$ cat src/bd_consts.svh
`ifndef BD_CONSTS_SVH
`define BD_CONSTS_SVH

// Pin word widths seen at the BD package pins
`define BD_DOWN_BITS 21 // Core to BD with route bit and payload
`define BD_UP_BITS 34 // BD to core and opaque to the bridge

// Payload carried by either downstream source
`define BD_PAYLOAD_BITS 20

// Default depth of each downstream queue
`define BD_FIFO_DEPTH 4

// Route bit sits in the top position of the downstream word
`define BD_ROUTE_CFG 1'b0 // Register write
`define BD_ROUTE_SPK 1'b1 // Neuron event

`endif

$ cat src/bd_pkg.sv
`default_nettype none

`include "bd_consts.svh"

package bd_pkg;

    // Configuration write with the address on top
    typedef struct packed {
        logic [7:0]  addr; // Register address
        logic [11:0] data; // Register value
    } cfg_word_t;

    // Spike event for one neuron
    typedef struct packed {
        logic [15:0] neuron_id;
        logic [3:0]  count; // Events folded into this word
    } spk_word_t;

    // Word driven on the BD input pins
    typedef struct packed {
        logic                        route;   // BD_ROUTE_CFG or BD_ROUTE_SPK
        logic [`BD_PAYLOAD_BITS-1:0] payload; // cfg_word_t or spk_word_t bits
    } down_word_t;

    // Word read from the BD output pins and passed on untouched
    typedef logic [`BD_UP_BITS-1:0] up_word_t;

endpackage

`default_nettype wire

$ cat src/chan_fifo.sv
`default_nettype none

`include "bd_consts.svh"

// Circular queue between two v/d/a channels
module chan_fifo #(
    parameter type payload_t = logic [`BD_PAYLOAD_BITS-1:0],
    parameter int  DEPTH     = `BD_FIFO_DEPTH
) (
    input  wire logic     clk,
    input  wire logic     reset,
    // Write side
    input  wire logic     in_v,
    input  wire payload_t in_d,
    output logic          in_a,
    // Read side
    output logic          out_v,
    output payload_t      out_d,
    input  wire logic     out_a
);

    localparam int PTR_W = (DEPTH > 1) ? $clog2(DEPTH) : 1;
    localparam int CNT_W = $clog2(DEPTH + 1);

    payload_t             mem [DEPTH]; // Word storage
    logic     [PTR_W-1:0] wr_ptr;
    logic     [PTR_W-1:0] rd_ptr;
    logic     [CNT_W-1:0] count;      // Words currently held
    logic                 push;
    logic                 pop;

    assign in_a  = (count != CNT_W'(DEPTH)); // Room for one more
    assign out_v = (count != '0);
    assign out_d = mem[rd_ptr]; // Head word stays until popped

    assign push = in_v && in_a;
    assign pop  = out_v && out_a;

    // Payload write
    always_ff @(posedge clk) begin
        if (push) begin
            mem[wr_ptr] <= in_d;
        end
    end

    // Pointers and count
    always_ff @(posedge clk or posedge reset) begin
        if (reset) begin
            wr_ptr <= '0;
            rd_ptr <= '0;
            count  <= '0;
        end else begin
            if (push) begin
                // Wrap at the last slot
                if (wr_ptr == PTR_W'(DEPTH - 1)) wr_ptr <= '0;
                else wr_ptr <= wr_ptr + 1'b1;
            end
            if (pop) begin
                if (rd_ptr == PTR_W'(DEPTH - 1)) rd_ptr <= '0;
                else rd_ptr <= rd_ptr + 1'b1;
            end
            // Push and pop together leave count as is
            if (push && !pop) begin
                count <= count + 1'b1;
            end else if (pop && !push) begin
                count <= count - 1'b1;
            end
        end
    end

endmodule

`default_nettype wire

$ cat src/down_arbiter.sv
`default_nettype none

`include "bd_consts.svh"

// Round-robin merge of the config and spike queues onto one pin channel
module down_arbiter import bd_pkg::*; (
    input  wire logic      clk,
    input  wire logic      reset,
    // Config queue head
    input  wire logic      cfg_v,
    input  wire cfg_word_t cfg_d,
    output logic           cfg_a,
    // Spike queue head
    input  wire logic      spk_v,
    input  wire spk_word_t spk_d,
    output logic           spk_a,
    // Merged channel to the pin controller
    output logic           arb_v,
    output down_word_t     arb_d,
    input  wire logic      arb_a
);

    logic last_route; // Route of the source served last
    logic grant_spk;  // Spike queue owns the channel this cycle

    // Spike wins if alone, or if both wait and config went last
    always_comb begin
        grant_spk = 1'b0;
        if (spk_v && !cfg_v) begin
            grant_spk = 1'b1;
        end else if (spk_v && cfg_v) begin
            grant_spk = (last_route == `BD_ROUTE_CFG);
        end
    end

    assign arb_v = cfg_v || spk_v;

    // Route code above the payload
    always_comb begin
        if (grant_spk) begin
            arb_d.route   = `BD_ROUTE_SPK;
            arb_d.payload = spk_d;
        end else begin
            arb_d.route   = `BD_ROUTE_CFG;
            arb_d.payload = cfg_d;
        end
    end

    // Acknowledge goes back to the granted queue only
    assign cfg_a = arb_a && !grant_spk;
    assign spk_a = arb_a && grant_spk;

    // Pointer flips to the source just served
    always_ff @(posedge clk or posedge reset) begin
        if (reset) begin
            last_route <= `BD_ROUTE_SPK; // Config goes first after reset
        end else if (arb_v && arb_a) begin
            last_route <= grant_spk ? `BD_ROUTE_SPK : `BD_ROUTE_CFG;
        end
    end

endmodule

`default_nettype wire

$ cat src/pin_out_ctrl.sv
`default_nettype none

// Drives the BD input pins with level valid/ready sequencing
module pin_out_ctrl import bd_pkg::*; (
    input  wire logic       clk,
    input  wire logic       reset,
    // Core side
    input  wire logic       arb_v,
    input  wire down_word_t arb_d,
    output logic            arb_a,
    // BD side
    output logic            pin_valid,
    output down_word_t      pin_data,
    input  wire logic       pin_ready
);

    typedef enum logic [1:0] {
        WAIT_INPUT, // Nothing loaded
        VALID_LOW,  // Data set up, valid still low
        VALID_HIGH  // BD may sample
    } state_t;

    state_t state;
    state_t next_state;
    logic   load; // Take arb_d into pin_data at this edge

    // Next state and load strobe
    always_comb begin
        next_state = state;
        load       = 1'b0;
        case (state)
            WAIT_INPUT: begin
                if (arb_v) begin
                    load       = 1'b1;
                    next_state = VALID_LOW;
                end
            end
            VALID_LOW: begin
                // Valid rises once the BD can read
                if (pin_ready) next_state = VALID_HIGH;
            end
            VALID_HIGH: begin
                // Falling ready ends the word
                if (!pin_ready) begin
                    if (arb_v) begin
                        load       = 1'b1; // Next word goes straight to setup
                        next_state = VALID_LOW;
                    end else begin
                        next_state = WAIT_INPUT;
                    end
                end
            end
            default: next_state = WAIT_INPUT;
        endcase
    end

    assign arb_a     = load;
    assign pin_valid = (state == VALID_HIGH); // Straight from the state flops

    always_ff @(posedge clk or posedge reset) begin
        if (reset) begin
            state <= WAIT_INPUT;
        end else begin
            state <= next_state;
        end
    end

    // Changes only on load and never while valid is high with ready up
    always_ff @(posedge clk) begin
        if (load) begin
            pin_data <= arb_d;
        end
    end

endmodule

`default_nettype wire

$ cat src/pin_in_ctrl.sv
`default_nettype none

// Latches BD output words onto a core channel
module pin_in_ctrl import bd_pkg::*; (
    input  wire logic     clk,
    input  wire logic     reset,
    // BD side
    input  wire logic     bd_valid,
    input  wire up_word_t bd_data,
    output logic          bd_ready,
    // Core side
    output logic          up_v,
    output up_word_t      up_d,
    input  wire logic     up_a
);

    logic take;      // BD word sampled at this edge
    logic give;      // Core takes the held word at this edge
    logic full_next; // Holding register state after this edge

    // BD only offers while ready is high
    assign take = bd_valid && bd_ready;
    assign give = up_v && up_a;

    // up_v doubles as the full flag
    // Take and give never coincide since ready is low while full
    always_comb begin
        full_next = up_v;
        if (take) begin
            full_next = 1'b1;
        end else if (give) begin
            full_next = 1'b0;
        end
    end

    // Full flag and registered ready pin level
    always_ff @(posedge clk or posedge reset) begin
        if (reset) begin
            up_v     <= 1'b0;
            bd_ready <= 1'b1; // Empty so the BD may send
        end else begin
            up_v     <= full_next;
            bd_ready <= !full_next;
        end
    end

    // Holding register
    always_ff @(posedge clk) begin
        if (take) begin
            up_d <= bd_data; // Held under back-pressure
        end
    end

endmodule

`default_nettype wire

$ cat src/bd_pin_bridge.sv
`default_nettype none

`include "bd_consts.svh"

// Pin-side bridge between core channels and the BD pins
module bd_pin_bridge import bd_pkg::*; (
    input  wire logic      clk,
    input  wire logic      reset,
    // Config source
    input  wire logic      cfg_v,
    input  wire cfg_word_t cfg_d,
    output logic           cfg_a,
    // Spike source
    input  wire logic      spk_v,
    input  wire spk_word_t spk_d,
    output logic           spk_a,
    // BD input pins
    output logic           pin_valid,
    output down_word_t     pin_data,
    input  wire logic      pin_ready,
    // BD output pins
    input  wire logic      bd_valid,
    input  wire up_word_t  bd_data,
    output logic           bd_ready,
    // Upstream sink
    output logic           up_v,
    output up_word_t       up_d,
    input  wire logic      up_a
);

    // Queue heads toward the arbiter
    logic       cfg_q_v;
    cfg_word_t  cfg_q_d;
    logic       cfg_q_a;
    logic       spk_q_v;
    spk_word_t  spk_q_d;
    logic       spk_q_a;
    // Arbiter to pin controller
    logic       arb_v;
    down_word_t arb_d;
    logic       arb_a;

    chan_fifo #(.payload_t(cfg_word_t), .DEPTH(`BD_FIFO_DEPTH)) u_cfg_fifo (
        .clk(clk), .reset(reset),
        .in_v(cfg_v), .in_d(cfg_d), .in_a(cfg_a),
        .out_v(cfg_q_v), .out_d(cfg_q_d), .out_a(cfg_q_a)
    );

    chan_fifo #(.payload_t(spk_word_t), .DEPTH(`BD_FIFO_DEPTH)) u_spk_fifo (
        .clk(clk), .reset(reset),
        .in_v(spk_v), .in_d(spk_d), .in_a(spk_a),
        .out_v(spk_q_v), .out_d(spk_q_d), .out_a(spk_q_a)
    );

    down_arbiter u_down_arbiter (
        .clk(clk), .reset(reset),
        .cfg_v(cfg_q_v), .cfg_d(cfg_q_d), .cfg_a(cfg_q_a),
        .spk_v(spk_q_v), .spk_d(spk_q_d), .spk_a(spk_q_a),
        .arb_v(arb_v), .arb_d(arb_d), .arb_a(arb_a)
    );

    pin_out_ctrl u_pin_out_ctrl (
        .clk(clk), .reset(reset),
        .arb_v(arb_v), .arb_d(arb_d), .arb_a(arb_a),
        .pin_valid(pin_valid), .pin_data(pin_data), .pin_ready(pin_ready)
    );

    // Upstream path is a single stage
    pin_in_ctrl u_pin_in_ctrl (
        .clk(clk), .reset(reset),
        .bd_valid(bd_valid), .bd_data(bd_data), .bd_ready(bd_ready),
        .up_v(up_v), .up_d(up_d), .up_a(up_a)
    );

endmodule

`default_nettype wire

$ cat config.mk
export PLATFORM = sky130hd
export DESIGN_NAME = bd_pin_bridge
export DESIGN_NICKNAME = d
export VERILOG_FILES = /design/src/bd_pkg.sv /design/src/chan_fifo.sv /design/src/down_arbiter.sv /design/src/pin_out_ctrl.sv /design/src/pin_in_ctrl.sv /design/src/bd_pin_bridge.sv
export VERILOG_INCLUDE_DIRS = /design/src
export SDC_FILE = /design/constraint.sdc
export NUM_CORES = 1
export LEC_CHECK = 0
export BUFFER_PORTS_ARGS = -buffer_cell sky130_fd_sc_hd__buf_2
export CAP_MARGIN = 15
export CORE_UTILIZATION = 30
export CTS_CLUSTER_DIAMETER = 60
export CTS_CLUSTER_SIZE = 25
export DETAILED_ROUTE_END_ITERATION = 6
export GPL_ROUTABILITY_DRIVEN = 0
export PLACE_DENSITY = 0.47
export SYNTH_ARGS = -nofsm -noshare
export SYNTH_HDL_FRONTEND = slang
export SYNTH_HIERARCHICAL = 1
export SYNTH_SLANG_ARGS = --single-unit
$ cat constraint.sdc
create_clock -name clk -period 4.4 [get_ports clk]
set_input_delay 0.44 -clock clk [delete_from_list [all_inputs] [get_ports clk]]
set_output_delay 0.44 -clock clk [all_outputs]
set_load 0.005 [all_outputs]
==> out/metrics.cfg, run 1 <==
[finish]
syn_to_final_growth_pct = 21.6
fin_nets = 644
register_area_um2 = 6930
fillCellCount = 2693
multi_input_comb_area_um2 = 1790
fin_util = 0.374
stdcell_count = 949
layout-drive-gt1-share = 0.462

[sta]
slew_violations = 0
hold_violations = 0
holdWs_ps = 115
setup_tns_ps = 0
setup_violations = 0
period_needed_ps = 3050
worst_slew_pin_slew_ps = 1190
rsz0062_at_grt = no
period_share = 0.694
skew_ps = 13.2
max_slew_margin = 0.207
fmax_mhz = 328

[power]
p_comb_frac = 0.263
seq_power_share = 0.479
p_switching_mw = 2.08
power.density_nw_per_um2 = 656
cell_internal_pwr_mw = 4.99
peakVddDrop_mv = 0.311
p_leak_nw = 3.88
swShare = 0.294
clkPwrFrac = 0.258

[floorplanning]
fp.dieW_um = 174
die_h_um = 174
rows = 62
pin_count = 141
core_um2 = 28900
start_util = 0.307
dieArea_um2 = 30200

[synth]
synth_nets = 485
syn_avg_cell_area_um2 = 22.7
synth_ff_type = edfxtp_1
synth_area_leaders = edfxtp_1, mux4_2, dfrtp_1
synth_mux_area_frac = 0.144
yosys_warnings = 6
synth-xor-area-share = 0.00593
yosys.area.top_type_share = 0.728
synth_compound_area_frac = 0.0107
ys_seq_area_frac = 0.782
postSynth.asyncResetShare = 0.0812
synth_top_family_by_area = multiplexers
synthAdderAreaFrac = 0.0214
synth-edff-count = 215
netlist_area_um2 = 8870
synth_commonest_cells = edfxtp_1, mux4_2, mux2_2
yosys_register_bits = 234
synth_cell_types = 32
synth_top_area_cell = edfxtp_1
synthSimpleGateAreaFrac = 0.0202
yosysMostFrequentCell = edfxtp_1
synth_cells = 390

[worst_setup_path]
critPathRequiredTime_ps = 4810
crit_type = reg -> reg
rrSetupSlack_ps = 1350
startpoint_type = flip-flop
cp-end-kind = flip-flop
critical_path.max_fanout = 25
arrival_ps = 3470

[route]
routed_wl_mm = 17.3
drtIter0Drc = 212
antenna_left = 0
dr.pass1.iters = 4
via_per_inst = 4.41
route.detailed.drc = 0
vias = 4184
routedWlPerCell_um = 18.2

[clock_tree]
ctsHtreeMaxLevel = 1
cts_buffer_depth = 3
numCtsBuffers = 21
clk_pin_slew_ps = 70
post-cts-setup-buffer-count = 0
cts_resized = 0
clkLatencyLatePin_ps = 500
clkSinkCount = 234
cts_tree = yes
root_buffer = clkbuf_16
holdBufCountCts = 1

[place]
dpl.hpwl_mm = 11.6
placedCellCount = 906
port_buffers = 140

[global_route]
grt.total_usage = 0.116
grt_max_degree = 35
grt_overflow = 0
grt_pass1_vias = 4446
grt_first_pass_wirelength_mm = 26.2
antenna_found_initial = 5

[job]
max-cap-violations = 0

[outcome]
status = completed

[hold_path]
hold_class = in -> reg

## power by group through the flow
stage | Clock (mW) | Sequential [mW] | Combinational, mW
floorplan | 0 | 3.29 | 1.41
global placement | 0 | 3.43 | 1.84
detailed placement | 0 | 3.45 | 1.89
CTS | 1.90 | 3.41 | 1.90
global route | 1.98 | 3.45 | 2.05
finish | 1.82 | 3.39 | 1.86
## worst paths after layout
check                                   endpoint  cells after the start                start
max in group asynchronous   u_cfg_fifo/wr_ptr[0]                      3                reset
max                          u_cfg_fifo/count[2]                     13  u_cfg_fifo/count[0]
min reg2reg                  u_cfg_fifo/count[2]                      1  u_cfg_fifo/count[2]
max reg2reg                  u_cfg_fifo/count[2]                     13  u_cfg_fifo/count[0]
min in group asynchronous     u_pin_in_ctrl/up_v                      3                reset
min                        u_pin_in_ctrl/up_d[4]                      1           bd_data[4]
## layout by cell type (no fill, tap or decap), types with 3 or more instances in the layout
master and count:
nor2_1 8, and2_1 8, buf_2 140, mux2_2 25, clkbuf_16 22, nand2_1 4, mux4_1 4, inv_1 13
inv_6 3, mux2_4 5, ha_1 12, mux4_2 36, buf_4 3, edfxtp_1 215, xor2_1 4, clkinv_2 3
dfrtp_1 17, clkinv_8 4
## metrics by stage
| step | worst slack [ps] | power, mW | area, um^2 |
|---|---|---|---|
| floorplan | 959 | 4.70 | 8870 |
| global placement | 1440 | 5.27 | 9980 |
| CTS | 1330 | 7.21 | 10700 |
| finish | 1350 | 7.07 | 10800 |
| detailed placement | 1360 | 5.34 | 9980 |
| global route | 1180 | 7.48 | 10800 |
## sequential cells by signal, summed over array words and instances (netlist names)
register / count
u_pin_in_ctrl/up_d: 34
u_cfg_fifo/wr_ptr: 2
u_pin_out_ctrl/state: 2
u_cfg_fifo/rd_ptr: 2
u_cfg_fifo/mem: 80
u_spk_fifo/count: 3
u_pin_out_ctrl/pin_data: 21
u_cfg_fifo/count: 3
u_spk_fifo/rd_ptr: 2
u_spk_fifo/mem: 80
u_down_arbiter/last_route: 1
u_pin_in_ctrl/up_v: 1
u_pin_in_ctrl/bd_ready: 1
u_spk_fifo/wr_ptr: 2
## area by class of cell
| cell class | instances | share of cell area |
|---|---|---|
| clock inverter | 16 | 0.0166 |
| inverter | 13 | 0.00453 |
| tap | 384 | 0.0446 |
| timing repair buffer | 147 | 0.0754 |
| multi-input combinational | 132 | 0.166 |
| clock buffer | 21 | 0.0488 |
| sequential | 234 | 0.643 |
| antenna | 2 | 0.000464 |
## logic make-up (layout without fill, tap and decap cells)
| group | Yosys count | after routing |
|---|---|---|
| DFF | 234 | 234 |
| muxes | 70 | 70 |
| and+or+nand+nor | 30 | 30 |
| buffers and inverters | 24 | 197 |
| adders and majority gates | 14 | 14 |
| AOI/OAI and AO/OA | 12 | 12 |
| xor gates and xnor gates | 6 | 6 |
| other | 0 | 2 |
## metal layers
layer	part of all wire	up-vias	track usage
met5	0.0020	-	0
met4	0.019	6	0.0263
met3	0.069	27	0.0346
met2	0.48	148	0.190
met1	0.43	2109	0.151
li1	-	1894	-
## critical path: stages (launching register included)
cell and delay, ps:
dfrtp_1 440, or3_4 460, or2_2 290, nand2b_1 120, a21oi_2 40, buf_4 230
nor2b_1 190, nand2_4 120, ha_1 180, inv_1 70, fa_1 380, xor2_1 160
nor2_1 120, xor2_1 170
Note: power is estimated with default switching activity, not from simulation.
==> run 2: changes to the inputs <==
==> constraint.sdc (replaced) <==
create_clock -name clk -period 3.1 [get_ports clk]
set_input_delay 0.31 -clock clk [delete_from_list [all_inputs] [get_ports clk]]
set_output_delay 0.31 -clock clk [all_outputs]
set_load 0.005 [all_outputs]
==> run 2 against run 1 <==
Flip-flop and latch count stayed put. Wire length is 4.9% higher. Global-route usage is 0.62 points higher. Sequential power is 38% higher. Fmax is 9.4% higher. Via count is 4.1% higher. Clock skew is 6.2 ps higher. Utilization is 1.3 points higher. Final cell count is 4.8% higher. Sequential share of layout area is 2.2 points lower. Design area is 3.5% higher. Non-clock buffer count is 46 higher. Largest cell class unchanged. Highest routed layer unchanged.
==> out/metrics.cfg, run 2 (synthesized netlist as in run 1, its figures left out) <==
[outcome]
status = completed

[route]
routed_wl_mm = 18.2
drtIter0Drc = 200
vias = 4356
via_per_inst = 4.38
antenna_left = 0
route.detailed.drc = 0
dr.pass1.iters = 4
routedWlPerCell_um = 18.3

[floorplanning]
rows = 62
die_h_um = 174
fp.dieW_um = 174
dieArea_um2 = 30200
core_um2 = 28900
start_util = 0.307
pin_count = 141

[power]
peakVddDrop_mv = 0.505
power.density_nw_per_um2 = 903
p_leak_nw = 4.05

[global_route]
antenna_found_initial = 6
grt_first_pass_wirelength_mm = 27.6
grt_max_degree = 35
grt_pass1_vias = 4806
grt_overflow = 0
grt.total_usage = 0.122

[finish]
top_regs = u_cfg_fifo/mem x80, u_spk_fifo/mem x80, u_pin_in_ctrl/up_d x34
fin_nets = 690
final_cell_mix = edfxtp_1, buf_2, dlygate4sd3_1
layout-drive-gt1-share = 0.437
fillCellCount = 2663
final_common_cell = edfxtp_1
stdcell_count = 995
syn_to_final_growth_pct = 25.8

[clock_tree]
post-cts-setup-buffer-count = 0
numCtsBuffers = 21
clkLatencyLatePin_ps = 500
cts_tree = yes
clk_pin_slew_ps = 80
root_buffer = clkbuf_16
clkSinkCount = 234
cts_buffer_depth = 3
ctsHtreeMaxLevel = 1

[worst_setup_path]
arrival_ps = 3210
crit_type = reg -> reg
critical_path.max_fanout = 5
cp-end-kind = flip-flop
startpoint_type = flip-flop
critPathRequiredTime_ps = 3520

[sta]
hold_violations = 0
worst_slew_pin_slew_ps = 796
period_needed_ps = 2790
skew_ps = 19.4
slew_violations = 0
period_share = 0.900
max_slew_margin = 0.469
fmax_mhz = 358
setup_violations = 0
setup_tns_ps = 0
rsz0062_at_grt = no

[place]
dpl.hpwl_mm = 11.9
placedCellCount = 918
port_buffers = 140

[job]
max-cap-violations = 0

[hold_path]
hold_class = in -> reg

-- run 2: changes by cell type in the layout (fill, tap and decap cells not counted), sizes merged --
cell         delta
dlygate4sd3    +37
inv             -2
buf            +10
clkbuf          +1
-- run 2: timing repair --
item	CTS	global route
hold buffers	38	0
hold endpoints to repair	62	0
gates resized for setup	0	0
-- run 2: through the flow --
stage	hold slack (ps)	setup slack [ps]	util	power, mW	area, um^2
floorplan	50.5	181	-	6.67	8870
global placement	231	424	0.349	7.54	10100
detailed placement	237	335	0.349	7.66	10100
CTS	0.638	293	0.386	10.3	11100
global route	3.76	131	0.386	10.6	11100
finish	18.4	310	0.386	10.1	11200
-- run 2: layout make-up --
type / count / area (um^2) / share of cell area
flip-flops and latches: 234 / 6930 / 0.622
multi-input cells: 132 / 1790 / 0.161
repair buffers: 193 / 1190 / 0.107
clock buffers: 23 / 533 / 0.0478
well taps: 384 / 480 / 0.0431
clock inverters: 14 / 165 / 0.0148
inverters: 13 / 48.8 / 0.00438
diodes: 2 / 5.00 / 0.000449
-- run 2: where the power goes --
part / total (mW) / switching [mW] / internal, mW
clock network: 2.56 / 1.24 / 1.32
registers: 4.67 / 0.319 / 4.35
logic: 2.84 / 1.40 / 1.44
total: 10.1 / 2.96 / 7.11
-- run 2: worst paths after layout --
check	endpoint	slack [ps]	startpoint	cells after the start
worst max register to register	u_cfg_fifo/count[2]	310	u_cfg_fifo/count[0]	12
worst min-delay path	u_cfg_fifo/mem[1][14]	20	cfg_d[14]	1
worst min register to register	u_spk_fifo/count[2]	550	u_spk_fifo/count[2]	1
max in group asynchronous	u_spk_fifo/count[1]	2510	reset	3
worst max-delay path	u_cfg_fifo/count[2]	310	u_cfg_fifo/count[0]	12
min in group asynchronous	u_pin_out_ctrl/state[0]	280	reset	3
-- run 2: worst max-delay path, cell delays in order, from the launching register on --
cell and delay, ps:
dfrtp_1 440, or3_4 460, or2_2 290, nand2b_1 140, a21oi_2 70, nor2b_1 160
nand2_4 80, ha_1 190, inv_1 60, fa_1 380, xor2_1 150, nor2_1 110
xor2_1 160
-- run 2: metal layers --
layer  share of wire  track usage
met1            0.41        0.147
met2            0.50        0.214
met3           0.073       0.0357
met4           0.017       0.0274
met5          0.0024            0
